### src/core_top_pkg.sv
////////////////////////////////////////////////////////////
// Core infrastructure package
// Widths, sizes, payload types and the reset-time scramble
// key and nonce shared by the core infrastructure blocks
////////////////////////////////////////////////////////////

`default_nettype none

package core_top_pkg;

  ////////////////////////////////////////////////////////////
  // Register file
  ////////////////////////////////////////////////////////////

  localparam int unsigned XLEN        = 32;
  localparam int unsigned RF_NUM_REGS = 32;
  localparam int unsigned RF_ADDR_W   = 5;

  typedef logic [RF_ADDR_W-1:0] rf_addr_t;
  typedef logic [XLEN-1:0]      rf_data_t;

  ////////////////////////////////////////////////////////////
  // Instruction cache RAMs
  ////////////////////////////////////////////////////////////

  localparam int unsigned IC_NUM_WAYS  = 2;
  localparam int unsigned IC_NUM_LINES = 64;
  localparam int unsigned IC_INDEX_W   = 6;
  localparam int unsigned IC_TAG_W     = 22;
  localparam int unsigned IC_LINE_W    = 64;

  typedef logic [IC_INDEX_W-1:0] ic_index_t;
  typedef logic [IC_TAG_W-1:0]   ic_tag_t;
  typedef logic [IC_LINE_W-1:0]  ic_line_t;

  ////////////////////////////////////////////////////////////
  // Scrambling
  ////////////////////////////////////////////////////////////

  localparam int unsigned SCR_KEY_W   = 32;
  localparam int unsigned SCR_NONCE_W = 16;

  typedef logic [SCR_KEY_W-1:0]   scr_key_t;
  typedef logic [SCR_NONCE_W-1:0] scr_nonce_t;

  // Key and nonce in use until the first key delivery
  localparam scr_key_t   RND_KEY_DEFAULT   = 32'h5a3c_96e1;
  localparam scr_nonce_t RND_NONCE_DEFAULT = 16'hc3a5;

endpackage

`default_nettype wire

### src/scramble_key_mgr.sv
////////////////////////////////////////////////////////////
// Instruction cache scramble key manager
// Requests a fresh key after a cache invalidate and holds
// the key and nonce used by the scrambled RAM banks
////////////////////////////////////////////////////////////

`timescale 1ns/100ps
`default_nettype none

module scramble_key_mgr (
  input  logic                    clk_i,
  input  logic                    rst_ni,
  input  logic                    icache_inval_i,
  input  logic                    scramble_key_valid_i,
  input  core_top_pkg::scr_key_t   scramble_key_i,
  input  core_top_pkg::scr_nonce_t scramble_nonce_i,
  output logic                    scramble_req_o,
  output logic                    key_valid_o,
  output core_top_pkg::scr_key_t   key_o,
  output core_top_pkg::scr_nonce_t nonce_o
);

  logic                    scramble_req_d, scramble_req_q;
  logic                    key_valid_d, key_valid_q;
  core_top_pkg::scr_key_t   key_q;
  core_top_pkg::scr_nonce_t nonce_q;

  ////////////////////////////////////////////////////////////
  // Request and valid state
  ////////////////////////////////////////////////////////////

  // Request opens on invalidate and closes with a delivered key
  assign scramble_req_d = scramble_req_q ? ~scramble_key_valid_i : icache_inval_i;

  // Key goes invalid on invalidate, valid again on delivery
  assign key_valid_d = scramble_req_q ? scramble_key_valid_i :
                       icache_inval_i ? 1'b0                 :
                                        key_valid_q;

  always_ff @(posedge clk_i or negedge rst_ni) begin
    if (!rst_ni) begin
      scramble_req_q <= 1'b0;
      key_valid_q    <= 1'b1;
    end else begin
      scramble_req_q <= scramble_req_d;
      key_valid_q    <= key_valid_d;
    end
  end

  ////////////////////////////////////////////////////////////
  // Key and nonce registers
  ////////////////////////////////////////////////////////////

  always_ff @(posedge clk_i or negedge rst_ni) begin
    if (!rst_ni) begin
      key_q   <= core_top_pkg::RND_KEY_DEFAULT;
      nonce_q <= core_top_pkg::RND_NONCE_DEFAULT;
    end else if (scramble_key_valid_i) begin
      key_q   <= scramble_key_i;
      nonce_q <= scramble_nonce_i;
    end
  end

  assign scramble_req_o = scramble_req_q;
  assign key_valid_o    = key_valid_q;
  assign key_o          = key_q;
  assign nonce_o        = nonce_q;

endmodule

`default_nettype wire

### config.mk
export PLATFORM = sky130hd
export DESIGN_NAME = scramble_key_mgr
export DESIGN_NICKNAME = d
export VERILOG_FILES = /design/src/core_top_pkg.sv /design/src/scramble_key_mgr.sv
export SDC_FILE = /design/constraint.sdc
export NUM_CORES = 1
export LEC_CHECK = 0
export BUFFER_PORTS_ARGS = -buffer_cell sky130_fd_sc_hd__buf_2
export CAP_MARGIN = 40
export CORE_UTILIZATION = 49
export DETAILED_ROUTE_END_ITERATION = 7
export GPL_TIMING_DRIVEN = 0
export PLACE_DENSITY = 0.84
export SLEW_MARGIN = 30
export SYNTH_ARGS = -nofsm -noshare
export SYNTH_HDL_FRONTEND = slang
export SYNTH_SLANG_ARGS = --single-unit
### constraint.sdc
create_clock -name clk_i -period 1.4 [get_ports clk_i]
set_input_delay 0.14 -clock clk_i [delete_from_list [all_inputs] [get_ports clk_i]]
set_output_delay 0.14 -clock clk_i [all_outputs]
set_load 0.01 [all_outputs]
==> impl_metrics.ini <==
[status]
status = finished clean

[routing]
drc = 0
num_vias = 1271
wirelength_um = 4020
drtPass1Iterations = 4
vias_per_cell = 4.76
avgRoutedWirePerCell_um = 15.1
drt_iter0_drc = 51
ant_nets = 0

[critical_path]
worstPathArrival_ps = 960
cp_num_buf_inv = 1
crit_fanout = 2
critPathCaptureType = output port
critPathLaunchType = flip-flop
crit_family = flip-flops
crit_slowest_cell = dfstp_2
ff2ff_path_depth = 1
crit_chain = buf_2
regToRegEndpoint = key_o[14]$_DFFE_PN0P_
cp.required_ps = 1260
rr_startpoint = key_o[14]$_DFFE_PN0P_
slowest_delay_ps = 550
crit_type = flip-flop to output port
r2r_slack_ps = 610

[clock_tree]
cts_max_level = 2
cts_buffers = 5
cts_tree = built
cts_setup_buffers = 0
clk_latency_ps = 290
clockBufferDepth = 2
cts-root-buf = clkbuf_8
clk_pin_slew_ps = 90
clock-sinks = 50

[sta]
finalWorstSetupSlack_ps = 301
max_slew.worst_pin.slew_ps = 580
rsz0062_at_grt = false
fin_setup_tns_ps = 0
hold_viol_final = 0
min_period_ps = 1100
whs_ps = 70.1
relSlewSlack_pct = 61.3
finalSetupViolCount = 0
fmax_ghz = 0.910
finClkSkew_ps = 0.910
slew_viol_final = 0
final.period_utilization_pct = 78.5

[grt]
grt_pass1_vias = 1249
antenna_found_initial = 0
grt_max_degree = 51
track_usage_pct = 18.4
overflow = 0
grt_pass1_wl_um = 6040

[pwr]
swShare_pct = 23.5
p_sw_uw = 787
seqPwrFrac_pct = 51.5
p_leak_nw = 1.48
combPwrFrac_pct = 19.5
power_frac_clock_pct = 28.9
p_int_mw = 2.56
peakVddDrop_uv = 790
power_density_mw_per_mm2 = 1180

[placement]
dp_slack_ps = 517
port_buffers = 100
hpwl_um = 2990
finalWeightedCongestion = 0.703

[hold_path]
hp-start = scramble_nonce_i[10]
hold_path.class = input port to flip-flop
hold_path_depth = 2
hold_path_end = nonce_o[10]$_DFFE_PN0P_

[floorplanning]
num_rows = 23
die_area_mm2 = 0.00464
fp.dieH_um = 68.1
initial_core_util_pct = 52.4
ios = 102
coreArea_mm2 = 0.00409
die_w_um = 68.1

[final_layout]
fin_nets = 268
area_growth_syn_to_layout_pct = 32.0
diodes = 0
layout-drive-gt1-share_pct = 86.2
multiInputGateArea_um2 = 743
seq_area_mm2 = 0.00128
fill_cells = 284

[logic_synthesis]
synth-edff-count = 0
yosysMostFrequentCell = mux2_4
synth_top_area_share_pct = 33.7
synthesis.nets = 160
synthTopCellsByCount = mux2_4, dfrtp_1, dfstp_2, buf_12
synthDistinctLibCells = 9
syn-cell-area_mm2 = 0.00214
syn_inst = 108
ys.flop_type = dfstp_2
synth_largest_area_cell = mux2_4
synth_seq_area_share_pct = 59.9
synth.avg_cell_area_um2 = 19.8
synth-seq-cells = 50
netlist_top_cells_area = mux2_4, dfstp_2, dfrtp_1, buf_12, buf_6
synthArstFlopShare_pct = 100
ys_warn_count = 0

[run]
cap_violations = 0
-- power groups by stage --
stage	Clock [mW]	Sequential [mW]	Combinational, mW
after floorplan	0	1.82	0.303
after global placement	0	1.74	0.641
after detailed placement	0	1.75	0.659
after CTS	0.996	1.73	0.664
after global routing	1.05	1.74	0.705
final	0.968	1.72	0.653
-- cells in the final DEF, fill, tap and decap left out --
| cell type | count |
|---|---|
| inv_1 | 1 |
| mux2i_1 | 1 |
| dfrtp_1 | 25 |
| buf_12 | 5 |
| a22o_1 | 1 |
| bufinv_16 | 1 |
| clkinv_2 | 2 |
| buf_6 | 1 |
| dfstp_2 | 25 |
| clkbuf_8 | 5 |
| nor2_1 | 1 |
| dlygate4sd3_1 | 1 |
| buf_4 | 1 |
| buf_2 | 99 |
| mux2_4 | 48 |
-- timing repair --
item	in CTS	in global routing
endpoints found under the hold margin	25	0
resized for setup	0	0
hold buffers	1	0
-- cells by family (layout without fill, tap and decap cells) --
kind of cell	after synthesis	count (layout)	synth area share (%)
DFF	50	50	59.9
muxes	49	49	34.1
buffers and inverters	7	116	5.38
AOI/OAI and AO/OA	1	1	0.409
and+or+nand+nor	1	1	0.175
-- stage by stage --
stage | instance area (um^2) | cells | util, % | power (mW)
global route | 2830 | 267 | 69.1 | 3.50
finish | 2830 | 267 | 69.1 | 3.34
floorplan | 2140 | 108 | - | 2.12
detailed placement | 2710 | 258 | 66.2 | 2.40
CTS | 2830 | 267 | 69.1 | 3.39
global placement | 2700 | 258 | 66.2 | 2.38
-- state kept, by name, indices dropped and copies added, names as in the netlist --
signal	cells
key_o	32
key_valid_o	1
scramble_req_o	1
nonce_o	16
-- worst max path at each step --
stage | startpoint | endpoint | slack (ps) | cells past startpoint
final | nonce_o[8]$_DFFE_PN1P_ | nonce_o[8] | 300 | 1
after floorplan | scramble_key_valid_i | key_o[11]$_DFFE_PN0P_ | 570 | 3
after global placement | rst_ni | scramble_req_o$_DFF_PN0_ | 350 | 1
after global routing | nonce_o[8]$_DFFE_PN1P_ | nonce_o[8] | 260 | 1
after detailed placement | scramble_key_valid_i | key_o[22]$_DFFE_PN0P_ | 520 | 3
after CTS | nonce_o[8]$_DFFE_PN1P_ | nonce_o[8] | 290 | 1
-- final cells by class --
cell class                      count  share of cell area [%]
Tap cell                           50                    2.21
Sequential cell                    50                    45.4
Multi-Input combinational cell     51                    26.3
Clock inverter                      3                    1.42
Buffer                              6                    3.94
Inverter                            1                   0.133
Timing Repair Buffer              101                    18.2
Clock buffer                        5                    2.44
-- layer usage --
| layer | global-route usage, % | up-vias | share of wire [%] |
|---|---|---|---|
| li1 | - | 589 | - |
| met3 | 5.17 | 6 | 7.3 |
| met5 | 0 | - | 0 |
| met2 | 29.7 | 72 | 48 |
| met4 | 7.55 | 0 | 1.6 |
| met1 | 23.1 | 604 | 43 |
Power figures use the tool's default switching activity.
