==> src/core_top_pkg.sv <==
////////////////////////////////////////////////////////////
// Core infrastructure package
// Widths, sizes, payload types and the reset-time scramble
// key and nonce shared by the core infrastructure blocks
////////////////////////////////////////////////////////////

`default_nettype none

package core_top_pkg;

  ////////////////////////////////////////////////////////////
  // Register file
  ////////////////////////////////////////////////////////////

  localparam int unsigned XLEN        = 32;
  localparam int unsigned RF_NUM_REGS = 32;
  localparam int unsigned RF_ADDR_W   = 5;

  typedef logic [RF_ADDR_W-1:0] rf_addr_t;
  typedef logic [XLEN-1:0]      rf_data_t;

  ////////////////////////////////////////////////////////////
  // Instruction cache RAMs
  ////////////////////////////////////////////////////////////

  localparam int unsigned IC_NUM_WAYS  = 2;
  localparam int unsigned IC_NUM_LINES = 64;
  localparam int unsigned IC_INDEX_W   = 6;
  localparam int unsigned IC_TAG_W     = 22;
  localparam int unsigned IC_LINE_W    = 64;

  typedef logic [IC_INDEX_W-1:0] ic_index_t;
  typedef logic [IC_TAG_W-1:0]   ic_tag_t;
  typedef logic [IC_LINE_W-1:0]  ic_line_t;

  ////////////////////////////////////////////////////////////
  // Scrambling
  ////////////////////////////////////////////////////////////

  localparam int unsigned SCR_KEY_W   = 32;
  localparam int unsigned SCR_NONCE_W = 16;

  typedef logic [SCR_KEY_W-1:0]   scr_key_t;
  typedef logic [SCR_NONCE_W-1:0] scr_nonce_t;

  // Key and nonce in use until the first key delivery
  localparam scr_key_t   RND_KEY_DEFAULT   = 32'h5a3c_96e1;
  localparam scr_nonce_t RND_NONCE_DEFAULT = 16'hc3a5;

endpackage

`default_nettype wire

==> src/register_file_ff.sv <==
////////////////////////////////////////////////////////////
// Flip-flop register file
// 32 entries, two combinational read ports and one write
// port, register zero hard-wired to zero
////////////////////////////////////////////////////////////

`timescale 1ns/100ps
`default_nettype none

module register_file_ff (
  input  logic                  clk_i,
  input  logic                  rst_ni,
  input  core_top_pkg::rf_addr_t raddr_a_i,
  input  core_top_pkg::rf_addr_t raddr_b_i,
  input  core_top_pkg::rf_addr_t waddr_i,
  input  core_top_pkg::rf_data_t wdata_i,
  input  logic                  we_i,
  output core_top_pkg::rf_data_t rdata_a_o,
  output core_top_pkg::rf_data_t rdata_b_o
);

  logic [core_top_pkg::RF_NUM_REGS-1:1] we_dec;
  core_top_pkg::rf_data_t               rf_reg [core_top_pkg::RF_NUM_REGS];

  // Entry zero never stores anything
  assign rf_reg[0] = '0;

  for (genvar i = 1; i < core_top_pkg::RF_NUM_REGS; i++) begin : gen_regs
    assign we_dec[i] = we_i && (waddr_i == core_top_pkg::rf_addr_t'(i));

    always_ff @(posedge clk_i or negedge rst_ni) begin
      if (!rst_ni) begin
        rf_reg[i] <= '0;
      end else if (we_dec[i]) begin
        rf_reg[i] <= wdata_i;
      end
    end
  end

  // Read multiplexers
  assign rdata_a_o = rf_reg[raddr_a_i];
  assign rdata_b_o = rf_reg[raddr_b_i];

endmodule

`default_nettype wire

==> config.mk <==
export PLATFORM = sky130hd
export DESIGN_NAME = register_file_ff
export DESIGN_NICKNAME = d
export VERILOG_FILES = /design/src/core_top_pkg.sv /design/src/register_file_ff.sv
export SDC_FILE = /design/constraint.sdc
export NUM_CORES = 2
export LEC_CHECK = 0
export BUFFER_PORTS_ARGS = -buffer_cell sky130_fd_sc_hd__clkbuf_2
export CORE_AREA = 4 4 330 267
export CTS_CLUSTER_SIZE = 24
export DETAILED_ROUTE_END_ITERATION = 6
export DIE_AREA = 0 0 334 271
export GPL_TIMING_DRIVEN = 0
export PLACE_DENSITY = 0.88
export SYNTH_ARGS = -nofsm -noshare
export SYNTH_HDL_FRONTEND = slang
export SYNTH_SLANG_ARGS = --single-unit
==> constraint.sdc <==
create_clock -name clk_i -period 7.21 [get_ports clk_i]
set_clock_uncertainty 0.2 [all_clocks]
set_input_delay 1.8025 -clock clk_i [delete_from_list [all_inputs] [get_ports clk_i]]
set_output_delay 1.8025 -clock clk_i [all_outputs]
set_load 0.01 [all_outputs]
==> results.json <==
{
  "synth_most_common_cell": "mux2_2",
  "flow.area_growth_from_synthesis_pct": 10.9,
  "yosysWarningCount": 0,
  "synth_area_mm2": 0.0532,
  "power.share.clock": 0.339,
  "async_flop_share": 1.00,
  "path_clk_slew_ns": 0.06,
  "grt_max_degree": 118,
  "min_to": "rf_reg[359]",
  "seq_area_mm2": 0.0248,
  "synth_cells": 3639,
  "violations": "design-rule violations, max-capacitance violations, max-slew violations, negative setup slack",
  "peakVddDrop_v": 0.000188,
  "min_from": "rf_reg[359]",
  "gp_congestion": 1.03,
  "coreArea_mm2": 0.0850,
  "internal_power_mw": 12.1,
  "fillers": 5350,
  "via_per_inst": 7.87,
  "cts-root-buf": "clkbuf_16",
  "ys_top_cells_by_area": "dfrtp_1 (47%), mux2_2 (21%), mux4_2 (16%), a22o_1 (3.2%), mux2i_1 (3.0%)",
  "max-cap-violations": 1,
  "status": "finished, violations left",
  "worst_setup_path_start_kind": "input port",
  "port_buffers": 105,
  "rr_endpoint": "rf_reg[190]",
  "max_slew.worst_pin.slew_ns": 1.52,
  "antenna_found_initial": 15,
  "leakage_nw": 25.9,
  "critical_path_class": "in -> out",
  "whs_path_depth": 1,
  "drc": 193,
  "drv_slew": 11,
  "start_util": 0.626,
  "synth.distinct_cells": 32,
  "fin_crit_sh": 1.04,
  "overflow": 0,
  "tns_ns": -1.55,
  "vias": 39972,
  "grt_pass1_vias": 40398,
  "r2r_start": "rf_reg[190]",
  "dp_hpwl_um": 126000,
  "multi_input_comb_area_mm2": 0.0265,
  "p_per_area_mw_per_mm2": 289,
  "p_total_mw": 17.1,
  "postSynthNetCount": 3689,
  "num_io_pins": 114,
  "crit_fanout": 10,
  "synth_edf_count": 0,
  "ant_nets": 0,
  "layout-drive-gt1-share": 0.474,
  "rows": 96,
  "yosysSeqAreaShare": 0.467,
  "wire_per_inst_um": 37.7,
  "ys.flop_type": "dfrtp_1",
  "p_sw_frac": 0.293,
  "syn_area_per_cell_um2": 14.6,
  "grt.total_usage": 0.421,
  "clkSinkCount": 992,
  "first_pass_iters": 7,
  "setup_ws_ns": -0.309,
  "ff2ff_path_depth": 1,
  "grt_pass1_wl_um": 274000,
  "fin_nets": 3902,
  "combPwrFrac": 0.216,
  "cts_buffers": 97,
  "min_period_ns": 7.52,
  "die_w_um": 334,
  "holdWs_ns": 0.322,
  "fmaxAchievable_ghz": 0.133,
  "critPathRequiredTime_ns": 5.21,
  "die_h_um": 271,
  "clock_path_buffers": 3,
  "largest_reg_flops": 992,
  "worst_ep_arrival_time_ns": 5.52,
  "power.switching_mw": 5.01,
  "power_frac_seq": 0.444,
  "synth.largest_area_cell": "dfrtp_1",
  "dr.first_iter.drc_count": 7078,
  "cts_tree": "built",
  "die_area_mm2": 0.0905,
  "endpoint_kind": "primary output",
  "synth_top_area_frac": 0.467,
  "post-cts-setup-buffers": 0,
  "setup_viol": 15,
  "htreeDepth": 3,
  "r2r_slack_ns": 6.12,
  "drt-total-wl_um": 192000,
  "finalHoldViolCount": 0,
  "synth.ff_latch_count": 992,
  "max_slew_margin": -0.0144,
  "synth_commonest_cells": "mux2_2 (1,010), dfrtp_1 (992), mux4_2 (384), clkbuf_1 (212), a22o_1 (192)",
  "hold_path.class": "reg -> reg",
  "worstSkewPairLatency_ns": 0.72
}
==> cells in the final DEF (no fill, tap or decap), drive strengths merged, types with 2 or more instances in the layout <==
master / instances
nand2b: 5
a211oi: 64
mux2: 1056
o21ai: 64
o22ai: 64
nand4b: 3
o31ai: 64
inv: 7
dfrtp: 992
and2: 34
mux4: 384
mux2i: 160
nand2: 79
clkinvlp: 8
diode: 19
and3: 32
buf: 204
a22o: 192
clkinv: 27
nor3: 3
nor3b: 2
clkbuf: 442
bufinv: 19
or3: 3
nor2: 15
nor2b: 10
==> stage by stage <==
| step | setup WS, ns | instance area, µm² | std cells | utilization |
|---|---|---|---|---|
| 3_3_place_gp | -19.48 | 55100 | 4871 | 0.648 |
| 4_1_cts | 0.153 | 59000 | 5063 | 0.693 |
| 6_report | -0.309 | 59000 | 5082 | 0.694 |
| 2_1_floorplan | 1.85 | 53200 | 3639 | - |
| 5_1_grt | -0.00132 | 59000 | 5070 | 0.693 |
| 3_5_place_dp | 0.165 | 55400 | 4880 | 0.651 |
==> area by class of cell <==
class                           count  area share
Multi-Input combinational cell   2237       0.449
Buffer                            408      0.0321
Antenna cell                       19    0.000806
Sequential cell                   992       0.421
Timing Repair Buffer              114      0.0133
Clock inverter                     59      0.0145
Clock buffer                      124      0.0460
Tap cell                         1127      0.0239
Inverter                            2    0.000127
==> per-layer routing <==
metal	vias up	GRT usage	routed length [µm]
met1	20272	0.516	64800
met5	-	0.0580	713
li1	14552	-	-
met4	22	0.246	14500
met3	1181	0.236	32500
met2	3945	0.578	79000
==> critical path, stage by stage <==
cell,delay [ns]
clkbuf_2,0.15
buf_2,0.29
buf_2,0.49
clkbuf_1,0.99
mux4_2,0.44
a22o_1,0.25
o21ai_1,0.53
o31ai_1,0.33
clkbuf_2,0.23
==> repair_timing <==
| item | 4_1_cts | 5_1_grt |
|---|---|---|
| resized for setup | 0 | 3 |
| endpoints found under the hold margin | 0 | 0 |
| hold buffers | 0 | 0 |
| endpoints found under the setup margin | 0 | 6 |
==> cells by family (layout without fill, tap and decap cells) <==
logic type | after synthesis | in the layout | share of synthesized area
multiplexers | 1600 | 1600 | 0.416
flip-flops | 992 | 992 | 0.467
AND/OR/NAND/NOR | 189 | 189 | 0.0181
buffers and inverters | 410 | 707 | 0.0358
AO/OA/AOI/OAI | 448 | 448 | 0.0632
other | 0 | 19 | 0
==> power by group through the flow <==
stage / sequential (mW) / clock (mW) / combinational [mW]
5_1_grt: 7.65 / 5.97 / 3.85
4_1_cts: 7.50 / 5.73 / 3.58
3_3_place_gp: 7.49 / 0 / 3.37
3_5_place_dp: 7.56 / 0 / 3.53
2_1_floorplan: 7.25 / 0 / 2.62
6_report: 7.58 / 5.79 / 3.69
==> worst max-delay path by stage <==
stage	start	end	slack, ns	depth (start not counted)
3_3_place_gp	rst_ni	rf_reg[919]	-19.48	1
2_1_floorplan	raddr_b_i[0]	rdata_b_o[10]	1.85	7
5_1_grt	raddr_a_i[1]	rdata_a_o[7]	-0.001	9
6_report	raddr_a_i[1]	rdata_a_o[9]	-0.31	9
3_5_place_dp	raddr_a_i[1]	rdata_a_o[9]	0.17	9
4_1_cts	raddr_a_i[1]	rdata_a_o[9]	0.15	9
Note: power is estimated with default switching activity, not from simulation.
